File: src/design/decodePkg.sv
`default_nettype none

package decodePkg;

    localparam int instrWidth   = 32;
    localparam int regAddrWidth = 5;
    localparam int queueDepth   = 4;
    localparam int countWidth   = $clog2(queueDepth + 1); // holds 0..queueDepth
    localparam int ptrWidth     = $clog2(queueDepth);

    localparam logic [7:0] addrPush   = 8'h00;
    localparam logic [7:0] addrStatus = 8'h04;

    localparam logic [regAddrWidth-1:0] linkReg = 5'd31;

    // major opcodes, instr[31:26]
    typedef enum logic [5:0] {
        opSpecial = 6'b000000,
        opRegimm  = 6'b000001,
        opJ       = 6'b000010,
        opJal     = 6'b000011,
        opBeq     = 6'b000100,
        opBne     = 6'b000101,
        opBlez    = 6'b000110,
        opBgtz    = 6'b000111,
        opAddi    = 6'b001000,
        opAddiu   = 6'b001001,
        opSlti    = 6'b001010,
        opSltiu   = 6'b001011,
        opAndi    = 6'b001100,
        opOri     = 6'b001101,
        opXori    = 6'b001110,
        opLui     = 6'b001111,
        opLb      = 6'b100000,
        opLh      = 6'b100001,
        opLw      = 6'b100011,
        opLbu     = 6'b100100,
        opLhu     = 6'b100101,
        opSb      = 6'b101000,
        opSh      = 6'b101001,
        opSw      = 6'b101011
    } opcodeT;

    // special group, instr[5:0]; rotr is srl with instr[21] set, rotrv is srlv with instr[6] set
    typedef enum logic [5:0] {
        fnSll  = 6'b000000,
        fnSrl  = 6'b000010,
        fnSra  = 6'b000011,
        fnSllv = 6'b000100,
        fnSrlv = 6'b000110,
        fnSrav = 6'b000111,
        fnJr   = 6'b001000,
        fnJalr = 6'b001001,
        fnAdd  = 6'b100000,
        fnAddu = 6'b100001,
        fnSub  = 6'b100010,
        fnSubu = 6'b100011,
        fnAnd  = 6'b100100,
        fnOr   = 6'b100101,
        fnXor  = 6'b100110,
        fnNor  = 6'b100111,
        fnSlt  = 6'b101010,
        fnSltu = 6'b101011
    } functT;

    typedef enum logic [4:0] {
        rtBltz   = 5'b00000,
        rtBgez   = 5'b00001,
        rtBltzal = 5'b10000,
        rtBgezal = 5'b10001
    } regimmT;

    typedef enum logic [7:0] {
        aluNop, aluAnd, aluOr, aluXor, aluNor, aluSlt, aluSltu,
        aluAdd, aluAddu, aluSub, aluSubu,
        aluSll, aluSllv, aluSrl, aluSrlv, aluSra, aluSrav, aluRotr, aluRotrv,
        aluLui
    } aluOpT;

    typedef enum logic [3:0] {
        brNone, brJReg, brJ, brBeq, brBne, brBgtz, brBlez, brBgez, brBltz
    } branchT;

    typedef struct packed {
        logic                  psel;
        logic                  penable;
        logic                  pwrite;
        logic [7:0]            paddr;
        logic [instrWidth-1:0] pwdata;
    } apbReqT;

    typedef struct packed {
        logic                  pready;
        logic [instrWidth-1:0] prdata;
        logic                  pslverr;
    } apbRspT;

    typedef struct packed {
        aluOpT                   aluOp;
        logic                    aluSelA;  // shamt as operand a
        logic                    aluSelB;  // immExt as operand b
        logic                    regWen;
        logic [regAddrWidth-1:0] regWaddr;
        logic                    memEn;
        logic                    memRead;
        logic                    memWrite;
        logic                    memtoReg;
        branchT                  branch;
        logic                    linkPc8;
        logic [regAddrWidth-1:0] rs;
        logic [regAddrWidth-1:0] rt;
        logic [4:0]              shamt;
        logic [instrWidth-1:0]   immExt;
        logic [25:0]             jTarget;
        logic                    undefinedInst;
    } decodedT;

endpackage

`default_nettype wire
File: src/design/decodeUnit.sv
`timescale 1ns/1ps
`default_nettype none

module decodeUnit import decodePkg::*; (
    input  logic    clk,
    input  logic    reset,
    input  apbReqT  apbReq,
    output apbRspT  apbRsp,
    output decodedT decoded,
    output logic    outValid,
    input  logic    outReady
);

    logic                  pushValid;
    logic [instrWidth-1:0] pushWord;
    logic                  queueFull;
    logic                  queueEmpty;
    logic [countWidth-1:0] queueCount;
    logic                  popValid;
    logic [instrWidth-1:0] headWord;

    instrApbPort u_port (
        .clk        (clk),
        .reset      (reset),
        .apbReq     (apbReq),
        .apbRsp     (apbRsp),
        .pushValid  (pushValid),
        .pushWord   (pushWord),
        .queueFull  (queueFull),
        .queueCount (queueCount)
    );

    instrQueue u_queue (
        .clk       (clk),
        .reset     (reset),
        .pushValid (pushValid),
        .pushWord  (pushWord),
        .popValid  (popValid),
        .headWord  (headWord),
        .empty     (queueEmpty),
        .full      (queueFull),
        .count     (queueCount)
    );

    instrDecoder u_decoder (
        .clk      (clk),
        .reset    (reset),
        .headWord (headWord),
        .empty    (queueEmpty),
        .popValid (popValid),
        .decoded  (decoded),
        .outValid (outValid),
        .outReady (outReady)
    );

endmodule

`default_nettype wire

File: src/design/instrDecoder.sv
`timescale 1ns/1ps
`default_nettype none

module instrDecoder import decodePkg::*; (
    input  logic                  clk,
    input  logic                  reset,
    input  logic [instrWidth-1:0] headWord,
    input  logic                  empty,
    output logic                  popValid,
    output decodedT               decoded,
    output logic                  outValid,
    input  logic                  outReady
);

    opcodeT                  op;
    functT                   funct;
    logic [regAddrWidth-1:0] rs;
    logic [regAddrWidth-1:0] rt;
    logic [regAddrWidth-1:0] rd;
    logic [4:0]              shamt;
    logic [instrWidth-1:0]   immExt;

    aluOpT                   aluOp;
    logic                    aluSelA;
    logic                    aluSelB;
    logic                    regWen;
    logic                    memEn;
    logic                    memRead;
    logic                    memWrite;
    logic                    memtoReg;
    logic                    undefinedInst;
    logic                    regimmKnown;
    branchT                  branchKind;
    logic                    linkPc8;
    logic [regAddrWidth-1:0] regWaddr;
    decodedT                 nextBundle;

    assign op    = opcodeT'(headWord[31:26]);
    assign funct = functT'(headWord[5:0]);
    assign rs    = headWord[25:21];
    assign rt    = headWord[20:16];
    assign rd    = headWord[15:11];
    assign shamt = headWord[10:6];

    // logic immediates zero extend
    assign immExt = (op inside {opAndi, opOri, opXori, opLui}) ?
                    {16'b0, headWord[15:0]} : {{16{headWord[15]}}, headWord[15:0]};

    always_comb begin : controlDecode
        aluOp         = aluNop;
        aluSelA       = 1'b0;
        aluSelB       = 1'b0;
        regWen        = 1'b0;
        memEn         = 1'b0;
        memRead       = 1'b0;
        memWrite      = 1'b0;
        memtoReg      = 1'b0;
        undefinedInst = 1'b0;
        regimmKnown   = 1'b1;
        case (op)
            opSpecial: begin
                regWen = 1'b1;
                case (funct)
                    fnAnd:  aluOp = aluAnd;
                    fnOr:   aluOp = aluOr;
                    fnXor:  aluOp = aluXor;
                    fnNor:  aluOp = aluNor;
                    fnSlt:  aluOp = aluSlt;
                    fnSltu: aluOp = aluSltu;
                    fnAdd:  aluOp = aluAdd;
                    fnAddu: aluOp = aluAddu;
                    fnSub:  aluOp = aluSub;
                    fnSubu: aluOp = aluSubu;
                    fnSllv: aluOp = aluSllv;
                    fnSrav: aluOp = aluSrav;
                    fnSrlv: aluOp = headWord[6] ? aluRotrv : aluSrlv;
                    fnSll: begin
                        aluOp   = aluSll;
                        aluSelA = 1'b1;
                    end
                    fnSrl: begin
                        aluOp   = headWord[21] ? aluRotr : aluSrl;
                        aluSelA = 1'b1;
                    end
                    fnSra: begin
                        aluOp   = aluSra;
                        aluSelA = 1'b1;
                    end
                    fnJr:   regWen = 1'b0;
                    fnJalr: aluOp = aluNop; // rd gets pc+8
                    default: begin
                        regWen        = 1'b0;
                        undefinedInst = 1'b1;
                    end
                endcase
            end
            opLb, opLbu, opLh, opLhu, opLw: begin
                aluOp    = aluAddu; // address = rs + imm
                aluSelB  = 1'b1;
                memEn    = 1'b1;
                memRead  = 1'b1;
                memtoReg = 1'b1;
                regWen   = 1'b1;
            end
            opSb, opSh, opSw: begin
                aluOp    = aluAddu;
                aluSelB  = 1'b1;
                memEn    = 1'b1;
                memWrite = 1'b1;
            end
            opAddi, opAddiu, opSlti, opSltiu, opAndi, opOri, opXori, opLui: begin
                regWen  = 1'b1;
                aluSelB = 1'b1;
                case (op)
                    opAddi:  aluOp = aluAdd;
                    opAddiu: aluOp = aluAddu;
                    opSlti:  aluOp = aluSlt;
                    opSltiu: aluOp = aluSltu;
                    opAndi:  aluOp = aluAnd;
                    opOri:   aluOp = aluOr;
                    opXori:  aluOp = aluXor;
                    default: aluOp = aluLui;
                endcase
            end
            opJal: regWen = 1'b1;
            opJ, opBeq, opBne, opBgtz, opBlez: aluOp = aluNop;
            opRegimm: begin
                case (regimmT'(rt))
                    rtBgezal, rtBltzal: regWen = 1'b1;
                    rtBgez, rtBltz:     regWen = 1'b0;
                    default:            regimmKnown = 1'b0;
                endcase
            end
            default: undefinedInst = 1'b1;
        endcase
    end

    always_comb begin : branchDecode
        branchKind = brNone;
        linkPc8    = 1'b0;
        case (op)
            opSpecial: begin
                if (funct inside {fnJr, fnJalr}) begin
                    branchKind = brJReg;
                    linkPc8    = (funct == fnJalr);
                end
            end
            opJ:    branchKind = brJ;
            opJal: begin
                branchKind = brJ;
                linkPc8    = 1'b1;
            end
            opBeq:  branchKind = brBeq;
            opBne:  branchKind = brBne;
            opBgtz: branchKind = brBgtz;
            opBlez: branchKind = brBlez;
            opRegimm: begin
                case (regimmT'(rt))
                    rtBgez:   branchKind = brBgez;
                    rtBltz:   branchKind = brBltz;
                    rtBgezal: {branchKind, linkPc8} = {brBgez, 1'b1};
                    rtBltzal: {branchKind, linkPc8} = {brBltz, 1'b1};
                    default:  branchKind = brNone;
                endcase
            end
            default: branchKind = brNone;
        endcase
    end

    always_comb begin : waddrSelect
        regWaddr = rd;
        case (op)
            opLb, opLbu, opLh, opLhu, opLw,
            opAddi, opAddiu, opSlti, opSltiu, opAndi, opOri, opXori, opLui: regWaddr = rt;
            opJal: regWaddr = linkReg;
            opRegimm: begin
                if (regimmT'(rt) inside {rtBgezal, rtBltzal}) begin
                    regWaddr = linkReg;
                end
            end
            default: regWaddr = rd;
        endcase
    end

    always_comb begin : bundleAssemble
        nextBundle.aluOp         = aluOp;
        nextBundle.aluSelA       = aluSelA;
        nextBundle.aluSelB       = aluSelB;
        nextBundle.regWen        = regWen;
        nextBundle.regWaddr      = regWaddr;
        nextBundle.memEn         = memEn;
        nextBundle.memRead       = memRead;
        nextBundle.memWrite      = memWrite;
        nextBundle.memtoReg      = memtoReg;
        nextBundle.branch        = branchKind;
        nextBundle.linkPc8       = linkPc8;
        nextBundle.rs            = rs;
        nextBundle.rt            = rt;
        nextBundle.shamt         = shamt;
        nextBundle.immExt        = immExt;
        nextBundle.jTarget       = headWord[25:0];
        nextBundle.undefinedInst = 1'b0;
        // unknown codes leave nothing but the flag
        if (undefinedInst || !regimmKnown) begin
            nextBundle               = '0;
            nextBundle.undefinedInst = undefinedInst;
        end
    end

    // take a word when the output slot is free or draining this cycle
    assign popValid = !empty && (!outValid || outReady);

    always_ff @(posedge clk) begin
        if (reset) begin
            outValid <= 1'b0;
        end else if (popValid) begin
            outValid <= 1'b1;
        end else if (outReady) begin
            outValid <= 1'b0;
        end
    end

    always_ff @(posedge clk) begin
        if (popValid) begin
            decoded <= nextBundle;
        end
    end

    bundleHeldWhileStalled: assert property (
        @(posedge clk) disable iff (reset)
        outValid && !outReady |=> outValid && $stable(decoded)
    ) else $error("decoded bundle changed under back-pressure");

endmodule

`default_nettype wire

File: src/design/instrApbPort.sv
`timescale 1ns/1ps
`default_nettype none

module instrApbPort import decodePkg::*; (
    input  logic                  clk,
    input  logic                  reset,
    input  apbReqT                apbReq,
    output apbRspT                apbRsp,
    output logic                  pushValid,
    output logic [instrWidth-1:0] pushWord,
    input  logic                  queueFull,
    input  logic [countWidth-1:0] queueCount
);

    logic accessPhase;
    logic hitPush;
    logic hitStatus;
    logic writePush;

    assign accessPhase = apbReq.psel && apbReq.penable;
    assign hitPush     = (apbReq.paddr == addrPush);
    assign hitStatus   = (apbReq.paddr == addrStatus);
    assign writePush   = accessPhase && apbReq.pwrite && hitPush;

    // word goes in on the edge that completes the transfer
    assign pushValid = writePush && !queueFull;
    assign pushWord  = apbReq.pwdata;

    always_comb begin
        apbRsp = '0;
        if (accessPhase) begin
            apbRsp.pready  = !writePush || !queueFull; // wait states while full
            apbRsp.pslverr = !hitPush && !hitStatus;
            if (!apbReq.pwrite && hitStatus) begin
                apbRsp.prdata = instrWidth'(queueCount);
            end
        end
    end

    // a read of the push address returns zero, a write to status is dropped

    readyOnlyInAccess: assert property (
        @(posedge clk) disable iff (reset)
        apbRsp.pready |-> accessPhase
    ) else $error("pready outside access phase");

    // host must hold a stalled transfer until it completes
    stalledTransferHeld: assert property (
        @(posedge clk) disable iff (reset)
        accessPhase && !apbRsp.pready |=>
            accessPhase && $stable(apbReq.paddr) && $stable(apbReq.pwrite)
            && $stable(apbReq.pwdata)
    ) else $error("stalled APB transfer changed");

    setupThenAccess: assert property (
        @(posedge clk) disable iff (reset)
        apbReq.psel && !apbReq.penable |=> apbReq.psel && apbReq.penable
    ) else $error("setup cycle not followed by access");

endmodule

`default_nettype wire

File: src/design/instrQueue.sv
`timescale 1ns/1ps
`default_nettype none

module instrQueue import decodePkg::*; (
    input  logic                  clk,
    input  logic                  reset,
    input  logic                  pushValid,
    input  logic [instrWidth-1:0] pushWord,
    input  logic                  popValid,
    output logic [instrWidth-1:0] headWord,
    output logic                  empty,
    output logic                  full,
    output logic [countWidth-1:0] count
);

    logic [instrWidth-1:0] mem [queueDepth];
    logic [ptrWidth-1:0]   wrPtr;
    logic [ptrWidth-1:0]   rdPtr;

    function automatic logic [ptrWidth-1:0] nextPtr(input logic [ptrWidth-1:0] ptr);
        if (ptr == ptrWidth'(queueDepth - 1)) begin
            return '0;
        end
        return ptr + 1'b1;
    endfunction

    assign headWord = mem[rdPtr];
    assign empty    = (count == '0);
    assign full     = (count == countWidth'(queueDepth));

    always_ff @(posedge clk) begin
        if (pushValid) begin
            mem[wrPtr] <= pushWord;
        end
    end

    always_ff @(posedge clk) begin
        if (reset) begin
            wrPtr <= '0;
            rdPtr <= '0;
            count <= '0;
        end else begin
            if (pushValid) begin
                wrPtr <= nextPtr(wrPtr);
            end
            if (popValid) begin
                rdPtr <= nextPtr(rdPtr);
            end
            case ({pushValid, popValid})
                2'b10:   count <= count + 1'b1;
                2'b01:   count <= count - 1'b1;
                default: count <= count; // idle or push and pop together
            endcase
        end
    end

    noPushWhenFull: assert property (
        @(posedge clk) disable iff (reset)
        pushValid |-> !full
    ) else $error("push into full queue");

    noPopWhenEmpty: assert property (
        @(posedge clk) disable iff (reset)
        popValid |-> !empty
    ) else $error("pop from empty queue");

endmodule

`default_nettype wire

File: config.mk
export PLATFORM = sky130hd
export DESIGN_NAME = decodeUnit
export DESIGN_NICKNAME = d
export VERILOG_FILES = /design/src/design/decodePkg.sv /design/src/design/decodeUnit.sv /design/src/design/instrDecoder.sv /design/src/design/instrApbPort.sv /design/src/design/instrQueue.sv
export SDC_FILE = /design/constraint.sdc
export NUM_CORES = 1
export LEC_CHECK = 0
export ABC_AREA = 1
export BUFFER_PORTS_ARGS = -buffer_cell sky130_fd_sc_hd__buf_2
export CORE_UTILIZATION = 55
export DETAILED_ROUTE_END_ITERATION = 7
export PLACE_DENSITY_LB_ADDON = 0.1
export SYNTH_ARGS = -nofsm -noshare
export SYNTH_HDL_FRONTEND = slang
export SYNTH_SLANG_ARGS = --single-unit
export TNS_END_PERCENT = 20
File: constraint.sdc
create_clock -name clk -period 6.1 [get_ports clk]
set_clock_uncertainty 0.15 [all_clocks]
set_input_delay 0.305 -clock clk [delete_from_list [all_inputs] [get_ports clk]]
set_output_delay 0.305 -clock clk [all_outputs]
set_load 0.01 [all_outputs]
# --- Yosys cells after proc, flatten, opt, wreduce, memory -nomap -nowiden ---
# Memories as Yosys holds them, arrays and structs flattened. A register that Yosys moved wholly into a read port is not among the register bits.
# Index checks and enable logic that the tools add are counted.
classes:
  mux: 43
  eq_ne: 49
  bitwise: 1
  n_reduce_logical: 46
  n_addsub: 4
op_table:
  columns: ["op", "count"]
  rows:
  - ["one-hot mux 8 bit (16 select lines)", 1]
  - ["== test 6 bit (second input constant)", 18]
  - ["== test 6 x 4 -> 1 bit (second input constant)", 10]
  - ["== test 6 x 3 -> 1 bit (second input constant)", 7]
  - ["one-hot mux 5 bit (7 select lines)", 1]
  - ["2-to-1 mux 34 bit", 1]
  - ["one-hot mux 4 bit (7 select lines)", 1]
  - ["== test 6 x 2 -> 1 bit (second input constant)", 4]
  - ["one-hot mux 8 bit (3 select lines)", 1]
  - ["OR reduction 23 bit", 1]
  - ["2-to-1 mux 1 bit", 22]
  - ["OR reduction 18 bit", 1]
  - ["OR reduction 17 bit", 1]
  - ["OR reduction 16 bit", 1]
  - ["OR reduction 8 bit", 2]
  - ["2-to-1 mux 5 bit", 3]
  - ["one-hot mux 5 bit (3 select lines)", 1]
  - ["OR reduction 14 bit", 1]
  - ["OR reduction 13 bit", 1]
  - ["logical NOT 6 bit", 2]
  - ["2-to-1 mux 2 bit", 6]
  - ["OR reduction 2 bit", 6]
  - ["== test 5 bit (second input constant)", 2]
  - ["== test 8 x 3 -> 1 bit (second input constant)", 1]
  - ["other kinds (25)", 48]
word_totals:
  inputBits: 46
  register_bits: 91
  memories: 1
  word_cells: 165
  output_inout_bits: 134
  ramBits: 128
memory_table:
  columns: ["name", "words", "word_bits", "read_ports", "rd_clocked_by_memory_dff", "wr", "line_no", "text"]
  rows:
  - ["u_queue.mem", 4, 32, 1, 1, 1, "instrQueue.sv:16", "logic [instrWidth-1:0] mem [queueDepth];"]

# --- Depth between registers and ports, before layout ---
depth:
  ltp_word: 8
  ltp_mapped: 17
  depth_no_buf: 15

# --- Modules after synthesis ---
# From an unflattened synthesis, not the netlist that was laid out.
hier_totals:
  cells_unflattened: 821
  hier_area_um2: 8834.7
modules_own_cells:
  columns: ["mod", "cells_each", "instances", "area_each_um2"]
  rows:
  - ["instrQueue", 369, 1, 5237.5]
  - ["instrDecoder", 360, 1, 3009.1]
  - ["instrApbPort", 92, 1, 588.1]

# --- Least setup slack after synthesis ---
# No wires, ideal clock.
synth_timing:
  kind: "register -> register"
  startpoint: "reg u_queue.count[1]"
  endpoint: "reg u_queue.count[2]"
  n_path_buf: 0
  synth_period_minus_slack_ns: 4.936
  t_arrival_ns: 4.664
  setup_slack_ns: 1.164
  path_stages_with_launch: 10
  required_time_ns: 5.828
  path_cell_list: "dfxtp_1 > inv_1 > a31oi_1 > ha_1 > inv_1 > fa_1 > a21oi_1 > o21ai_0 > o21ai_0 > a21oi_1"
synth_between:
  elab_chain_cells: 5
  word_cells_on_any_way: 12
  cone_classes: "add/sub: 2; eq/ne: 3; mux: 1; reduce/logical: 6"
synth_lines:
  columns: ["element", "line_no", "text"]
  rows:
  - ["start: declaration", "instrQueue.sv:13", "output logic [countWidth-1:0] count"]
  - ["start signal: assignment", "instrQueue.sv:50", "2'b10: count <= count + 1'b1;"]
  - ["start signal: assignment", "instrQueue.sv:51", "2'b01: count <= count - 1'b1;"]
  - ["start signal: assignment", "instrQueue.sv:52", "default: count <= count;"]
  - ["logical NOT 3 bit (*)", "instrQueue.sv:28", "assign empty = (count == '0);"]
  - ["logical NOT 1 bit (*)", "instrDecoder.sv:211", "assign popValid = !empty && (!outValid || outReady);"]
  - ["logical AND 1 bit (*)", "instrDecoder.sv:211", null]
  - ["net popValid", "decodeUnit.sv:19", "logic popValid;"]
  - ["== test 2 x 1 -> 1 bit / == test 2 bit (equally long branches)", "instrQueue.sv:49", "case ({pushValid, popValid})"]
  - ["one-hot mux 3 bit (2 select lines) / nonzero test 2 bit (equally long branches)", null, null]
# Mark *: on every way through the listed nets, which the timed path passes. The rest lies on a longest branch.
# A chain may end at the register's enable or synchronous reset.

==> results.py <==
metrics = {
    "synth": {
        "synth_edf_count": 177,
        "ys_ff_latch": 187,
        "synth_ff_type": "edfxtp_1",
        "synth_commonest_cells": "nand2_1 (186), edfxtp_1 (177), buf_4 (81)",
        "synth_most_common_cell": "nand2_1",
        "async_flop_share_pct": 0,
        "syn-cell-area_mm2": 0.00851,
        "yosysTopAreaCell": "edfxtp_1",
        "synth_area_leaders": "edfxtp_1 (62%), nand2_1 (8.2%), buf_4 (7.1%)",
        "synth_top_area_share_pct": 62.4,
        "syn_inst": 765,
        "synth_cell_types": 41,
        "postSynthAreaPerCell_um2": 11.1,
        "ys_seq_area_share_pct": 64.8,
        "yosysWarnings": 0,
    },
    "grt": {
        "grt_antenna_before_repair": 0,
        "use_met3_pct": 5.40,
        "grtUsageMet1_pct": 27.1,
        "grt_busiest_layer": "met2",
        "grtUsageTotal_pct": 21.6,
        "met2_usage_pct": 36.2,
        "grt_remaining_overflow": 0,
        "grt_pass1_vias": 5364,
        "grt_max_degree": 72,
        "grt_pass1_wl_mm": 26.1,
    },
    "timing": {
        "tns_ns": 0,
        "rsz0062_at_grt": "no",
        "slew_viol_final": 0,
        "tightest_slew_ns": 1.14,
        "worst_hold_slack_ns": 0.113,
        "fmax_mhz": 297,
        "setup_viol": 0,
        "hold_violations": 0,
        "min_period_ns": 3.37,
        "fin_crit_sh_pct": 55.3,
        "slew_headroom_pct": 24.0,
    },
    "cts": {
        "clk_latency_ns": 0.43,
        "postCtsSetupBuffers": 0,
        "cts_made_buffers": 17,
        "cts_buffer_depth": 2,
        "holdBufCountCts": 33,
        "path_clk_slew_ns": 0.06,
        "ctsResizeCount": 0,
        "cts_tree": "built",
        "clock-sinks": 187,
        "cts_root_buf": "clkbuf_16",
        "htreeDepth": 4,
    },
    "place": {
        "portBuffers": 147,
        "hpwl_mm": 10.5,
        "place.gp.congestion": 0.886,
    },
    "finish": {
        "fill_cells": 1137,
        "regArea_mm2": 0.00552,
        "fin_nets": 947,
        "multiInputGateArea_mm2": 0.00220,
        "drive_gt1_share_pct": 23.2,
        "n_antenna_cell": 0,
        "area_growth_pct": 15.3,
    },
    "pwr": {
        "p_leak_nw": 4.13,
        "p_per_area_mw_per_mm2": 498,
        "ir_worst_vdd_mv": 0.596,
    },
    "critical_path": {
        "cp_slowest_cell": "buf_4",
        "cpPeakStageDelay_ns": 0.57,
        "crit_fanout": 71,
        "worst_ep_required_time_ns": 6.22,
        "startpoint_type": "flop",
        "worstPathArrival_ns": 3.49,
        "cp-end-kind": "flop",
        "crit_type": "reg -> reg",
        "cpMostUsedCell": "nand2_2",
        "cp_cell_sequence": "buf_4 -> inv_4 -> nand2_1 -> nand3_1 -> nand2_2 -> inv_2 -> nor3b_2 -> nand2_1 -> nand2_2 -> inv_1 -> nand2_2 -> nand3_4 -> nor2_1",
    },
    "drt": {
        "drc": 0,
        "vias": 5716,
        "wl_mm": 16.6,
        "final_antenna_net_count": 0,
        "routed_via_density": 5.22,
        "dr.pass1.iters": 7,
        "drt_iter0_drc": 311,
        "wire_per_inst_um": 15.2,
    },
    "floorplan": {
        "start_util_pct": 56.2,
        "dieWidth_um": 126,
        "die_y_um": 126,
        "io_pins": 180,
        "rows": 45,
        "dieArea_mm2": 0.0160,
        "coreArea_mm2": 0.0151,
    },
    "status": {
        "status": "completed",
    },
    "hold_path": {
        "worstHoldPathType": "in -> reg",
    },
    "job": {
        "cap_violations": 0,
    },
}
==> state kept, by name (all words and copies together), names as in the netlist, named ones only <==
name                count
u_queue.mem           128
u_decoder.decoded      49
u_queue.count           3
u_queue.rdPtr           2
u_queue.wrPtr           2
u_decoder.outValid      1
==> stage by stage <==
stage	util (%)	setup WS (ns)	cell area (µm²)	instances	total power, W
finish	64.8	2.73	9820	1095	0.00489
global route	64.8	2.44	9820	1095	0.00519
CTS	64.8	2.75	9820	1095	0.00490
detailed placement	58.8	2.78	8910	1030	0.00379
global placement	58.8	2.85	8910	1030	0.00374
floorplan	-	1.16	8630	796	0.00346
==> path summary, 6_finish.rpt <==
| kind | cells after the start | to | slack, ns | startpoint |
|---|---|---|---|---|
| worst max-delay path | 13 | u_decoder.decoded[85]$_SDFFCE_PP0P_ | 2.73 | flop |
| worst min-delay path | 4 | u_decoder.outValid$_SDFFE_PP0P_ | 0.11 | outReady |
| worst max register to register | 13 | u_decoder.decoded[85]$_SDFFCE_PP0P_ | 2.73 | flop |
| worst min register to register | 1 | u_queue.count[0]$_SDFFE_PP0P_ | 0.34 | u_queue.count[0]$_SDFFE_PP0P_ |
==> power breakdown <==
part / total, W / switching (W) / internal (W)
Sequential: 0.00184 / 0.000111 / 0.00173
Clock: 0.00109 / 0.000458 / 0.000637
Combinational: 0.00195 / 0.00132 / 0.000632
Total: 0.00489 / 0.00189 / 0.00300
==> worst max-delay path, delay by kind of cell (launching register included) <==
| kind | cells | cell delay (ns) |
|---|---|---|
| buf+inv | 4 | 1.15 |
| simple gates | 9 | 1.55 |
| flops | 1 | 0.31 |
==> logic make-up (layout without fill, tap and decap cells) <==
group,count (synthesis),in the layout,share of synthesized area (%)
AND/OR/NAND/NOR,326,326,16.1
other,1,32,0.0440
flip-flops,187,187,64.8
AO/OA/AOI/OAI,89,89,6.72
adder cells (fa/ha/maj),7,7,1.12
buffers and inverters,155,266,11.2
==> placed cells by master, fill, tap and decap left out, drive strengths merged <==
cell / count
o21ai: 27
a41oi: 1
nand3: 36
clkbuf: 18
a32o: 15
or3: 1
dlygate4sd3: 33
conb: 32
o21a: 1
fa: 1
a211oi: 2
nand2: 197
o211ai: 2
a21oi: 31
and2: 1
nand4: 4
edfxtp: 177
buf: 150
a32oi: 3
nor2: 73
or4: 1
nor3b: 1
dfxtp: 10
nor3: 12
bufinv: 3
o21bai: 3
o32a: 1
clkinv: 8
o211a: 1
a31oi: 2
inv: 52
ha: 6
clkinvlp: 2
==> cell type report <==
| class | count | share of cell area, % |
|---|---|---|
| Clock buffer | 18 | 4.37 |
| Clock inverter | 14 | 1.54 |
| Inverter | 51 | 1.98 |
| Multi-Input combinational cell | 454 | 22.4 |
| Sequential cell | 187 | 56.2 |
| Tap cell | 188 | 2.40 |
| Timing Repair Buffer | 183 | 11.1 |
==> routing by layer <==
metal / share of wire (%) / vias up
li1: - / 2766
met1: 42 / 2682
met2: 50 / 249
met3: 6.6 / 19
met4: 1.5 / 0
met5: 0 / -
(Power assumes the default switching activity.)
